$ cat config.mk
export PLATFORM = sky130hd
export DESIGN_NAME = cpuSystem
export DESIGN_NICKNAME = d
export VERILOG_FILES = /design/src/hdl/isaPkg.sv /design/src/hdl/datapathPkg.sv /design/src/hdl/arithmeticLogicUnit.sv /design/src/hdl/registerFile.sv /design/src/hdl/addressRegisterFile.sv /design/src/hdl/controlUnit.sv /design/src/hdl/cpuSystem.sv
export VERILOG_INCLUDE_DIRS = /design/src /design/src/hdl
export SDC_FILE = /design/constraint.sdc
export NUM_CORES = 1
export LEC_CHECK = 0
export ABC_AREA = 1
export BUFFER_PORTS_ARGS = -buffer_cell sky130_fd_sc_hd__buf_2
export CAP_MARGIN = 20
export CORE_MARGIN = 2
export CORE_UTILIZATION = 60
export CTS_CLUSTER_SIZE = 24
export DETAILED_ROUTE_END_ITERATION = 16
export PLACE_DENSITY = 0.76
export SKIP_LAST_GASP = 1
export SLEW_MARGIN = 5
export SYNTH_ARGS = -nofsm -noshare
export SYNTH_HDL_FRONTEND = slang
export SYNTH_SLANG_ARGS = --single-unit
$ cat constraint.sdc
create_clock -name T -period 6.8 [get_ports T]
set_input_delay 0.68 -clock T [delete_from_list [all_inputs] [get_ports T]]
set_output_delay 0.68 -clock T [all_outputs]
set_load 0.1 [all_outputs]
$ cat src/hdl/cpuDefines_defines.svh
`ifndef CPU_DEFINES_SVH
`define CPU_DEFINES_SVH

// Datapath widths
`define CPU_WORD_W 16
`define CPU_BYTE_W 8
`define CPU_ADDR_W 16

// Stack starts at the top of page zero
`define CPU_SP_RESET 16'h00FF

// T0 and T1 fetch, T2 onward execute
`define CPU_PHASE_N 6

`endif

$ cat src/hdl/isaPkg.sv
`include "cpuDefines_defines.svh"

package isaPkg;

    typedef logic [`CPU_WORD_W-1:0] wordT;
    typedef logic [`CPU_BYTE_W-1:0] byteT;
    typedef logic [1:0]             regIdxT;   // R1..R4 as 0..3

    typedef enum logic [5:0] {
        opBra   = 6'h00,
        opBne   = 6'h01,
        opBeq   = 6'h02,
        opPop   = 6'h03,
        opPsh   = 6'h04,
        opInc   = 6'h05,
        opDec   = 6'h06,
        opLsl   = 6'h07,
        opLsr   = 6'h08,
        opAnd   = 6'h0C,
        opOr    = 6'h0D,
        opNot   = 6'h0E,
        opXor   = 6'h0F,
        opMovh  = 6'h11,
        opLdr   = 6'h12,
        opStr   = 6'h13,
        opMovl  = 6'h14,
        opAdd   = 6'h15,
        opSub   = 6'h17,
        opLdrim = 6'h20
    } opcodeT;

    // Whole instruction word, high byte fetched second
    typedef struct packed {
        opcodeT opcode;   // 15:10
        regIdxT rsel;     // 9:8
        byteT   low;      // immediate, offset or register fields
    } instrT;

    // Low byte of a register-to-register operation
    typedef struct packed {
        regIdxT dst;
        logic   spare1;
        regIdxT src1;
        logic   spare2;
        regIdxT src2;
    } regFieldsT;

endpackage

$ cat src/hdl/datapathPkg.sv
`include "cpuDefines_defines.svh"

package datapathPkg;

    typedef logic [`CPU_ADDR_W-1:0] addrT;

    typedef enum logic [$clog2(`CPU_PHASE_N)-1:0] {
        T0, T1, T2, T3, T4, T5
    } phaseT;

    ////////////////////
    // Block operations

    // Zero code is the idle op in every enum below
    typedef enum logic [2:0] {
        rfHold, rfLoad, rfLoadLow, rfLoadHigh, rfInc, rfDec
    } rfOpT;

    typedef enum logic [2:0] {
        arfHold, arfInc, arfDec, arfLoad, arfAddOffset
    } arfOpT;

    typedef enum logic [1:0] {
        selPc, selSp, selAr
    } arfSelT;

    typedef enum logic [3:0] {
        aluPassA, aluAdd, aluSub, aluAnd, aluOr, aluXor, aluNot, aluLsl, aluLsr
    } aluOpT;

    typedef enum logic [1:0] {
        regInAlu, regInMem, regInImm
    } regInSelT;

    typedef struct packed {
        logic z;
        logic c;
        logic n;
        logic o;
    } flagsT;

    ////////////////////
    // Control bundles

    typedef struct packed {
        rfOpT           op;
        isaPkg::regIdxT dst;
        isaPkg::regIdxT srcA;
        isaPkg::regIdxT srcB;
    } rfCtrlT;

    typedef struct packed {
        arfOpT  op;
        arfSelT target;
        arfSelT addrSel;   // which register drives the memory address
    } arfCtrlT;

    typedef struct packed {
        aluOpT op;
        logic  flagWrite;
    } aluCtrlT;

    typedef struct packed {
        regInSelT regIn;
        logic     byteSel;   // 1 picks the high byte of operand A
    } muxSelT;

    typedef struct packed {
        addrT         addr;
        isaPkg::byteT wdata;
        logic         we;
    } memBusT;

    typedef struct packed {
        rfCtrlT  rf;
        arfCtrlT arf;
        aluCtrlT alu;
        muxSelT  mux;
        logic    memWe;
    } cpuCtrlT;

endpackage

$ cat src/hdl/arithmeticLogicUnit.sv
`timescale 1ns/1ns
`include "cpuDefines_defines.svh"

module arithmeticLogicUnit (
    input  logic                  T,
    input  logic                  rstN,
    input  datapathPkg::aluCtrlT  ctrl,
    input  isaPkg::wordT          a,
    input  isaPkg::wordT          b,
    output isaPkg::wordT          result,
    output datapathPkg::flagsT    flags
);
    import datapathPkg::*;

    localparam int MSB = `CPU_WORD_W - 1;

    logic [`CPU_WORD_W:0] wide;   // extra bit catches carry or borrow
    logic                 carry;
    logic                 overflow;

    always_comb
    begin
        wide     = {1'b0, a};
        carry    = flags.c;
        overflow = flags.o;

        case (ctrl.op)
            aluAdd:
            begin
                wide     = {1'b0, a} + {1'b0, b};
                carry    = wide[`CPU_WORD_W];
                overflow = (a[MSB] == b[MSB]) && (wide[MSB] != a[MSB]);
            end
            aluSub:
            begin
                wide     = {1'b0, a} - {1'b0, b};
                carry    = wide[`CPU_WORD_W];   // borrow
                overflow = (a[MSB] != b[MSB]) && (wide[MSB] != a[MSB]);
            end
            aluAnd: wide = {1'b0, a & b};
            aluOr:  wide = {1'b0, a | b};
            aluXor: wide = {1'b0, a ^ b};
            aluNot: wide = {1'b0, ~a};
            aluLsl:
            begin
                wide  = {1'b0, a << 1};
                carry = a[MSB];
            end
            aluLsr:
            begin
                wide  = {1'b0, a >> 1};
                carry = a[0];
            end
            default: ;   // pass A
        endcase

        result = wide[MSB:0];
    end

    ////////////////////
    // Flag register

    always_ff @(posedge T or negedge rstN)
    begin
        if (!rstN)
        begin
            flags <= '0;
        end
        else if (ctrl.flagWrite)
        begin
            flags.z <= (result == '0);
            flags.c <= carry;
            flags.n <= result[MSB];
            flags.o <= overflow;
        end
    end

endmodule

$ cat src/hdl/registerFile.sv
`timescale 1ns/1ns
`include "cpuDefines_defines.svh"

module registerFile (
    input  logic                 T,
    input  logic                 rstN,
    input  datapathPkg::rfCtrlT  ctrl,
    input  isaPkg::wordT         din,
    output isaPkg::wordT         outA,
    output isaPkg::wordT         outB
);
    import isaPkg::*;
    import datapathPkg::*;

    wordT regs [0:3];   // R1..R4

    assign outA = regs[ctrl.srcA];
    assign outB = regs[ctrl.srcB];

    // Only the selected register moves
    always_ff @(posedge T or negedge rstN)
    begin
        if (!rstN)
        begin
            regs <= '{default: '0};
        end
        else
        begin
            case (ctrl.op)
                rfLoad:     regs[ctrl.dst] <= din;
                rfLoadLow:  regs[ctrl.dst] <= {{`CPU_BYTE_W{1'b0}}, din[`CPU_BYTE_W-1:0]};
                rfLoadHigh:
                begin
                    regs[ctrl.dst] <= {din[`CPU_BYTE_W-1:0], regs[ctrl.dst][`CPU_BYTE_W-1:0]};
                end
                rfInc:      regs[ctrl.dst] <= regs[ctrl.dst] + 1'b1;
                rfDec:      regs[ctrl.dst] <= regs[ctrl.dst] - 1'b1;
                default:    ;
            endcase
        end
    end

endmodule

$ cat src/hdl/addressRegisterFile.sv
`timescale 1ns/1ns
`include "cpuDefines_defines.svh"

module addressRegisterFile (
    input  logic                  T,
    input  logic                  rstN,
    input  datapathPkg::arfCtrlT  ctrl,
    input  isaPkg::wordT          din,
    output datapathPkg::addrT     pc,
    output datapathPkg::addrT     addr
);
    import datapathPkg::*;

    addrT pcReg;
    addrT spReg;
    addrT arReg;
    addrT curVal;
    addrT nextVal;
    addrT offset;

    // Branch offset, sign extended from the low byte
    assign offset = {{(`CPU_ADDR_W-`CPU_BYTE_W){din[`CPU_BYTE_W-1]}}, din[`CPU_BYTE_W-1:0]};

    always_comb
    begin
        case (ctrl.target)
            selSp:   curVal = spReg;
            selAr:   curVal = arReg;
            default: curVal = pcReg;
        endcase

        case (ctrl.op)
            arfInc:       nextVal = curVal + 1'b1;
            arfDec:       nextVal = curVal - 1'b1;
            arfLoad:      nextVal = din;
            arfAddOffset: nextVal = curVal + offset;
            default:      nextVal = curVal;
        endcase
    end

    always_ff @(posedge T or negedge rstN)
    begin
        if (!rstN)
        begin
            pcReg <= '0;
            spReg <= `CPU_SP_RESET;
            arReg <= '0;
        end
        else
        begin
            case (ctrl.target)
                selSp:   spReg <= nextVal;
                selAr:   arReg <= nextVal;
                default: pcReg <= nextVal;
            endcase
        end
    end

    assign pc = pcReg;

    always_comb
    begin
        case (ctrl.addrSel)
            selSp:   addr = spReg;
            selAr:   addr = arReg;
            default: addr = pcReg;   // fetch
        endcase
    end

endmodule

$ cat src/hdl/controlUnit.sv
`timescale 1ns/1ns

module controlUnit (
    input  logic                  T,
    input  logic                  rstN,
    input  isaPkg::byteT          memRdata,
    input  logic                  zeroFlag,
    output datapathPkg::cpuCtrlT  ctrl,
    output isaPkg::byteT          imm
);
    import isaPkg::*;
    import datapathPkg::*;

    instrT     ir;
    phaseT     phase;
    logic      lastPhase;
    logic      branchTaken;
    regFieldsT fields;

    function automatic aluOpT aluOpOf(opcodeT op);
        case (op)
            opAdd:   return aluAdd;
            opSub:   return aluSub;
            opAnd:   return aluAnd;
            opOr:    return aluOr;
            opXor:   return aluXor;
            opNot:   return aluNot;
            opLsl:   return aluLsl;
            opLsr:   return aluLsr;
            default: return aluPassA;
        endcase
    endfunction

    assign imm    = ir.low;
    assign fields = regFieldsT'(ir.low);

    assign branchTaken = (ir.opcode == opBra)
                      || (ir.opcode == opBne && !zeroFlag)
                      || (ir.opcode == opBeq && zeroFlag);

    ////////////////////
    // Fetch and sequencing

    always_ff @(posedge T or negedge rstN)
    begin
        if (!rstN)
        begin
            ir <= '0;
        end
        else if (phase == T0)
        begin
            ir[7:0] <= memRdata;   // low byte first
        end
        else if (phase == T1)
        begin
            ir[15:8] <= memRdata;
        end
    end

    always_ff @(posedge T or negedge rstN)
    begin
        if (!rstN)
        begin
            phase <= T0;
        end
        else if (lastPhase)
        begin
            phase <= T0;
        end
        else
        begin
            phase <= phaseT'(phase + 3'd1);
        end
    end

    ////////////////////
    // Decoder

    always_comb
    begin
        ctrl = '0;
        ctrl.arf.addrSel = selPc;
        lastPhase = 1'b0;

        if (phase == T0 || phase == T1)
        begin
            // Byte at PC goes to the IR, PC steps on
            ctrl.arf.op     = arfInc;
            ctrl.arf.target = selPc;
        end
        else
        begin
            case (ir.opcode)
                opBra, opBne, opBeq:
                begin
                    ctrl.arf.target = selPc;
                    if (branchTaken)
                    begin
                        ctrl.arf.op = arfAddOffset;   // relative to the next instruction
                    end
                    lastPhase = 1'b1;
                end

                opMovl, opMovh:
                begin
                    ctrl.rf.op    = (ir.opcode == opMovl) ? rfLoadLow : rfLoadHigh;
                    ctrl.rf.dst   = ir.rsel;
                    ctrl.mux.regIn = regInImm;
                    lastPhase = 1'b1;
                end

                opInc, opDec:
                begin
                    // In place on the destination field, flags untouched
                    ctrl.rf.op  = (ir.opcode == opInc) ? rfInc : rfDec;
                    ctrl.rf.dst = fields.dst;
                    lastPhase = 1'b1;
                end

                opAdd, opSub, opAnd, opOr, opXor, opNot, opLsl, opLsr:
                begin
                    ctrl.rf.op         = rfLoad;
                    ctrl.rf.dst        = fields.dst;
                    ctrl.rf.srcA       = fields.src1;
                    ctrl.rf.srcB       = fields.src2;
                    ctrl.mux.regIn     = regInAlu;
                    ctrl.alu.op        = aluOpOf(ir.opcode);
                    ctrl.alu.flagWrite = ir.rsel[1];
                    lastPhase = 1'b1;
                end

                opPsh:
                begin
                    ctrl.rf.srcA     = ir.rsel;
                    ctrl.arf.addrSel = selSp;
                    ctrl.arf.target  = selSp;
                    ctrl.arf.op      = arfDec;
                    ctrl.memWe       = 1'b1;
                    ctrl.mux.byteSel = (phase == T3);   // low byte, then high
                    lastPhase = (phase == T3);
                end

                opPop:
                begin
                    ctrl.rf.dst      = ir.rsel;
                    ctrl.rf.srcA     = ir.rsel;
                    ctrl.mux.regIn   = regInMem;
                    ctrl.arf.addrSel = selSp;
                    ctrl.arf.target  = selSp;
                    case (phase)
                        T2: ctrl.arf.op = arfInc;
                        T3:
                        begin
                            ctrl.rf.op  = rfLoadHigh;
                            ctrl.arf.op = arfInc;
                        end
                        default:
                        begin
                            // Word load merges with the high byte taken at T3
                            ctrl.rf.op = rfLoad;
                            lastPhase  = 1'b1;
                        end
                    endcase
                end

                opLdr:
                begin
                    ctrl.rf.dst      = ir.rsel;
                    ctrl.mux.regIn   = regInMem;
                    ctrl.arf.addrSel = selAr;
                    ctrl.arf.target  = selAr;
                    if (phase == T2)
                    begin
                        ctrl.rf.op  = rfLoadLow;
                        ctrl.arf.op = arfInc;
                    end
                    else
                    begin
                        ctrl.rf.op = rfLoadHigh;
                        lastPhase  = 1'b1;
                    end
                end

                opStr:
                begin
                    ctrl.rf.srcA     = ir.rsel;
                    ctrl.arf.addrSel = selAr;
                    ctrl.arf.target  = selAr;
                    ctrl.memWe       = 1'b1;
                    if (phase == T2)
                    begin
                        ctrl.arf.op = arfInc;
                    end
                    else
                    begin
                        ctrl.mux.byteSel = 1'b1;
                        lastPhase = 1'b1;
                    end
                end

                opLdrim:
                begin
                    ctrl.rf.dst      = ir.rsel;
                    ctrl.mux.regIn   = regInMem;
                    ctrl.arf.addrSel = selAr;
                    ctrl.arf.target  = selAr;
                    case (phase)
                        T2: ctrl.arf.op = arfLoad;   // AR gets the immediate
                        T3:
                        begin
                            ctrl.rf.op  = rfLoadLow;
                            ctrl.arf.op = arfInc;
                        end
                        default:
                        begin
                            ctrl.rf.op = rfLoadHigh;
                            lastPhase  = 1'b1;
                        end
                    endcase
                end

                default: lastPhase = 1'b1;   // unknown opcode acts as a NOP
            endcase
        end
    end

endmodule

$ cat src/hdl/cpuSystem.sv
`timescale 1ns/1ns
`include "cpuDefines_defines.svh"

module cpuSystem (
    input  logic                 T,
    input  logic                 rstN,
    input  isaPkg::byteT         memRdata,
    output datapathPkg::memBusT  memBus
);
    import isaPkg::*;
    import datapathPkg::*;

    cpuCtrlT ctrl;
    byteT    imm;
    wordT    opA;
    wordT    opB;
    wordT    aluResult;
    flagsT   flags;
    addrT    memAddr;
    wordT    muxAOut;
    wordT    muxBOut;
    byteT    muxCOut;

    ////////////////////
    // Data muxes

    // Memory byte sits under operand A's high byte so POP can finish with a word load
    assign muxAOut = (ctrl.mux.regIn == regInAlu) ? aluResult :
                     (ctrl.mux.regIn == regInMem) ? {opA[`CPU_WORD_W-1:`CPU_BYTE_W], memRdata} :
                                                    {{`CPU_BYTE_W{1'b0}}, imm};

    assign muxBOut = {{`CPU_BYTE_W{1'b0}}, imm};   // AR load value or branch offset

    assign muxCOut = ctrl.mux.byteSel ? opA[`CPU_WORD_W-1:`CPU_BYTE_W] : opA[`CPU_BYTE_W-1:0];

    assign memBus.addr  = memAddr;
    assign memBus.wdata = muxCOut;
    assign memBus.we    = ctrl.memWe;

    controlUnit ctrlUnit (
        .T(T), .rstN(rstN), .memRdata(memRdata), .zeroFlag(flags.z),
        .ctrl(ctrl), .imm(imm)
    );

    registerFile regFile (
        .T(T), .rstN(rstN), .ctrl(ctrl.rf), .din(muxAOut),
        .outA(opA), .outB(opB)
    );

    addressRegisterFile addrRegFile (
        .T(T), .rstN(rstN), .ctrl(ctrl.arf), .din(muxBOut),
        .pc(), .addr(memAddr)
    );

    arithmeticLogicUnit alu (
        .T(T), .rstN(rstN), .ctrl(ctrl.alu), .a(opA), .b(opB),
        .result(aluResult), .flags(flags)
    );

endmodule

After elaboration in Yosys (flattened, before gate mapping) --
Memories as Yosys holds them, arrays and structs flattened. Index checks and enable logic that the tools add are counted.
Operators by class: add/subtract/negate cells 8, magnitude comparators 4, equality and inequality tests 44, muxes and demuxes 50, bitwise logic cells 8, reductions and logical operators 25
Operators by type and width (number):
- $bwmux 64 | 5
- $pmux 64 s5 | 1
- $mux 16 | 9
- $pmux 16 s8 | 1
- $bmux 16 s2 | 3
- $pmux 16 s2 | 2
- $pmux 16 s4 | 1
- $eq 6x5->1 const B | 6
- $add 16x1->16 const B | 2
- $add 16x16->16 | 2
- $demux 16 s2 | 1
- $sub 16x1->16 const B | 2
- $eq 6x4->1 const B | 5
- $pmux 5 s6 | 1
- $pmux 2 s2 | 7
- $pmux 5 s5 | 1
- $eq 6x3->1 const B | 4
- $eq 3x2->1 const B | 6
- $and 16x16->16 | 1
- $eq 4x3->1 const B | 4
- $logic_not 16->1 | 1
- $not 16->16 | 1
- $or 16x16->16 | 1
- $sub 16x16->16 | 1
- 36 further kinds | 71
Word-level totals: bits in registers 132, memory bits (read-only) 128, input port bits 10, output and inout port bits 25, memories 1
Memories:
- (name not given) | depth 32, bits a word 4, read ports 1, clocked after Yosys merged registers in 0, wr ports 0, line controlUnit.sv:21 | case (op)

Logic depth before layout (Yosys ltp) --
word-level depth 13, gate-level depth with buffers 39, mapped depth without buffers 38

By module --
Synthesis repeated with hierarchy kept, for this count alone.
Unflattened totals: cell total of the unflattened synthesis 3039, area total of the unflattened synthesis 17194.0 µm²
By module, submodules not included:
- registerFile | instances 1, cells an instance 1395, area each 7638.6 µm², seq. area each 1601.5 µm²
- addressRegisterFile | instances 1, cells an instance 588, area each 3885.0 µm², seq. area each 1211.2 µm²
- arithmeticLogicUnit | instances 1, cells an instance 751, area each 3764.9 µm², seq. area each 100.1 µm²
- controlUnit | instances 1, cells an instance 219, area each 1511.4 µm², seq. area each 475.5 µm²
- cpuSystem | instances 1, cells an instance 86, area each 394.1 µm², seq. area each 0.0 µm²

Worst setup path after synthesis --
No wires, ideal clock.
path type flip-flop to output port, from register ctrlUnit.ir[11] (netlist name), to output port memBus[2] (netlist name), arrival 4334 ps, setup slack 1786 ps, stages on the path, launching flop included 17, buffers on the path 2, path through dfrtp_1 inv_1 ha_1 nand2_1 nor2_1 o21ai_0 nand2_2 nand2_1 nand2_2 nand2_2 buf_2 buf_2 a21oi_1 o21ai_0 nand2_1 inv_1 o21ai_0
RTL lines:
- start, declared | line controlUnit.sv:14 | instrT ir;
- end, declared | line cpuSystem.sv:8 | output datapathPkg::memBusT memBus

==> impl_metrics.yaml <==
setup_path:
  type_of_element_launching_the_critical_path: "flip-flop"
  timing.critical_path.fanout_max: 38
  crit_type: "reg2reg"
  crit_path_top_delay_cell: "dfrtp_1"
  required_time_of_the_critical_path_ps: 7130
  worst_r2r_startpoint: "ctrlUnit.ir[10]$_DFFE_PN0P_"
  critical_path.most_common_cell: "nand2_1"
  slowest_delay_ps: 400
  cp-end-kind: "flip-flop"
  worstPathArrival_ps: 6450
  regToRegSetupSlack_ps: 670
  timing.reg2reg.worst_path_depth: 39
power:
  leakage_nw: 8.16
  total_power_mw: 8.94
  worst_ir_drop_vdd_v: 0.000576
  power.density_cell_area_mw_per_mm2: 554
timing:
  finalSetupViolations: 0
  finalHoldViolations: 0
  finalCritPeriodShare: 0.901
  fin_worst_skew_ps: 21.1
  timing_max_transition_violations_final: 0
  slew_headroom: 0.296
  finalSetupTns_ps: 0
  fin_crit_ps: 6130
  timing.fmax_mhz: 163
  worstMarginPinSlew_ps: 1050
  hold_ws_ps: 295
  grt_setup_unrepaired: "false"
logic_synthesis:
  synthArstFlopShare: 1.00
  ys_top_cells_by_count: "nand2_1 (822), inv_1 (313), o21ai_0 (247)"
  ys_top_cells_by_area: "dfrtp_1 (20%), nand2_1 (20%), o21ai_0 (8.1%), inv_1 (7.7%), nand3_1 (6.4%)"
  synth.yosys.warnings: 0
  yosysMostFrequentCell: "nand2_1"
  dominantRegCellSynth: "dfrtp_1"
  portion_of_the_post_synthesis_area_used_by_sequential_elements: 0.218
  syn_avg_cell_area_sq_um: 5.94
  synth_largest_type_area_fraction: 0.204
  number_of_enable_flip_flop_cells_after_synthesis: 0
  synthesis.instances: 2558
  cell_type_contributing_the_most_total_cell_area_after_synthesis: "dfrtp_1"
  netlist-cell-type-count: 58
  netlist_area_sq_mm: 0.0152
  synth_seq_cells: 132
  net_count_after_synthesis: 2647
global_routing:
  first_pass_grt_wire_length_mm: 91.4
  overall_track_demand_over_capacity_in_global_routing: 0.442
  grt_pass1_vias: 16400
  pin_count_of_the_biggest_net_entering_global_routing: 88
  grt-ovfl-total: 0
  antenna_found_initial: 0
clock_tree:
  tritoncts: "built"
  tritoncts.num_buffers: 17
  cts.repair_timing.setup_buffer_count: 0
  tritoncts_num_sinks: 132
  clk_transition_reported_paths_ps: 80
  clock_tree.htree_level_count: 4
  cts_max_path_buffers: 2
  hold_buffers: 0
  post_cts.resized_instances: 0
  clockRootBuffer: "clkbuf_16"
  worstSkewPairLatency_ps: 450
worst_hold_path:
  min_path_type: "in2async"
routing:
  drc: 0
  wl_per_cell_microns: 20.4
  drtIter0Drc: 3003
  ant_nets: 0
  wl_mm: 58.9
  vias: 18100
  firstDrtPassIters: 7
  routed_via_density: 6.29
run:
  max_cap_violations: 0
final_layout:
  area_delta_synth_final_pct: 6.20
  post_route_cells_drive_above_1_share: 0.0760
  post_layout_nonfiller_instances: 2881
  antenna_cells: 0
  design.final.nets: 2627
  finalCoreUtilization: 0.644
  layout.filler_cells: 2425
floorplanning:
  core_sq_mm: 0.0250
  io_pins: 35
  dieWidth_microns: 163
  site_rows: 58
  die_h_microns: 163
  floorplan.initialDensity: 0.607
  die_area_sq_mm: 0.0266
placed_design:
  routabilityCongestion: 1.07
  dpl.cell_count: 2848
  detailed_place_hpwl_mm: 44.2
  port_buffers: 34
outcome:
  status: "complete, no violations"
## worst max path at each step
| stage | start | end | slack (ps) | cells past startpoint |
|---|---|---|---|---|
| after global routing | ctrlUnit.ir[11]$_DFFE_PN0P_ | flip-flop | 40 | 37 |
| after detailed placement | ctrlUnit.phase[1]$_DFF_PN0_ | flip-flop | 750 | 33 |
| final | ctrlUnit.ir[10]$_DFFE_PN0P_ | flip-flop | 670 | 39 |
| after global placement | ctrlUnit.phase[1]$_DFF_PN0_ | flip-flop | 1000 | 33 |
| after floorplan | ctrlUnit.ir[11]$_DFFE_PN0P_ | memBus[2] | 1790 | 16 |
| after CTS | ctrlUnit.phase[1]$_DFF_PN0_ | flip-flop | 710 | 33 |
## final cells by class
type | instances | area, sq um | area share
Sequential cell | 132 | 3310 | 0.205
Multi-Input combinational cell | 1995 | 10200 | 0.631
Timing Repair Buffer | 63 | 392 | 0.0243
Clock buffer | 17 | 425 | 0.0264
Tap cell | 330 | 413 | 0.0256
Clock inverter | 15 | 176 | 0.0109
Inverter | 329 | 1230 | 0.0766
## kinds of logic (layout without fill, tap and decap cells)
group,count (synthesis),after routing,synth area share
and+or+nand+nor,1328,1328,0.372
DFF,132,132,0.218
AOI/OAI and AO/OA,553,553,0.209
buffers and inverters,431,424,0.112
adders and majority gates,79,79,0.0661
xor gates and xnor gates,35,35,0.0227
## layer usage
metal / share of wire / up-vias / GRT usage
li1: - / 8359 / -
met5: 0 / - / 0
met3: 0.14 / 194 / 0.129
met4: 0.044 / 0 / 0.182
met1: 0.40 / 8221 / 0.610
met2: 0.41 / 1358 / 0.647
## power by group
group | leakage, nW | switching, mW | internal (mW)
combinational | 6.29 | 4.78 | 1.67
sequential | 1.58 | 0.357 | 1.13
clock | 0.295 | 0.464 | 0.530
## through the flow
| step | worst slack, ps | cell area, sq um |
|---|---|---|
| 6_report | 675 | 16100 |
| 5_1_grt | 35.6 | 16100 |
| 4_1_cts | 709 | 16100 |
| 3_5_place_dp | 749 | 15500 |
| 3_3_place_gp | 997 | 15500 |
| 2_1_floorplan | 1790 | 15200 |
## cells in the final DEF (no fill, tap or decap), types with 6 or more instances in the layout
cell,netlist,final
ha_1,77,77
nand3_2,6,6
nand2_2,16,16
buf_2,31,34
xor2_1,27,27
inv_8,0,7
clkbuf_16,0,17
nor2_4,9,9
a32oi_1,9,9
nor2_2,22,23
o21ai_0,247,247
a211oi_1,7,7
o21ai_1,27,27
o22ai_1,32,32
nand2_1,822,822
inv_2,12,12
a31oi_1,9,9
dfstp_2,8,8
nor3_1,20,20
or2_2,7,7
a21oi_1,127,127
a22oi_1,16,16
dfrtp_1,124,124
buf_4,2,28
nor2_1,182,181
nand4_1,30,30
nand3_1,195,195
inv_1,313,313
o221ai_1,21,21
o211ai_1,30,30
## critical path: cells and delay by family (launching register included)
| family | cells | cell delay [ps] |
|---|---|---|
| flops | 1 | 400 |
| buf+inv | 4 | 570 |
| xor+xnor | 1 | 220 |
| fa+ha+maj | 2 | 550 |
| compound gates | 5 | 730 |
| simple gates | 27 | 3550 |
No activity file was read; power rests on OpenSTA's default activity.
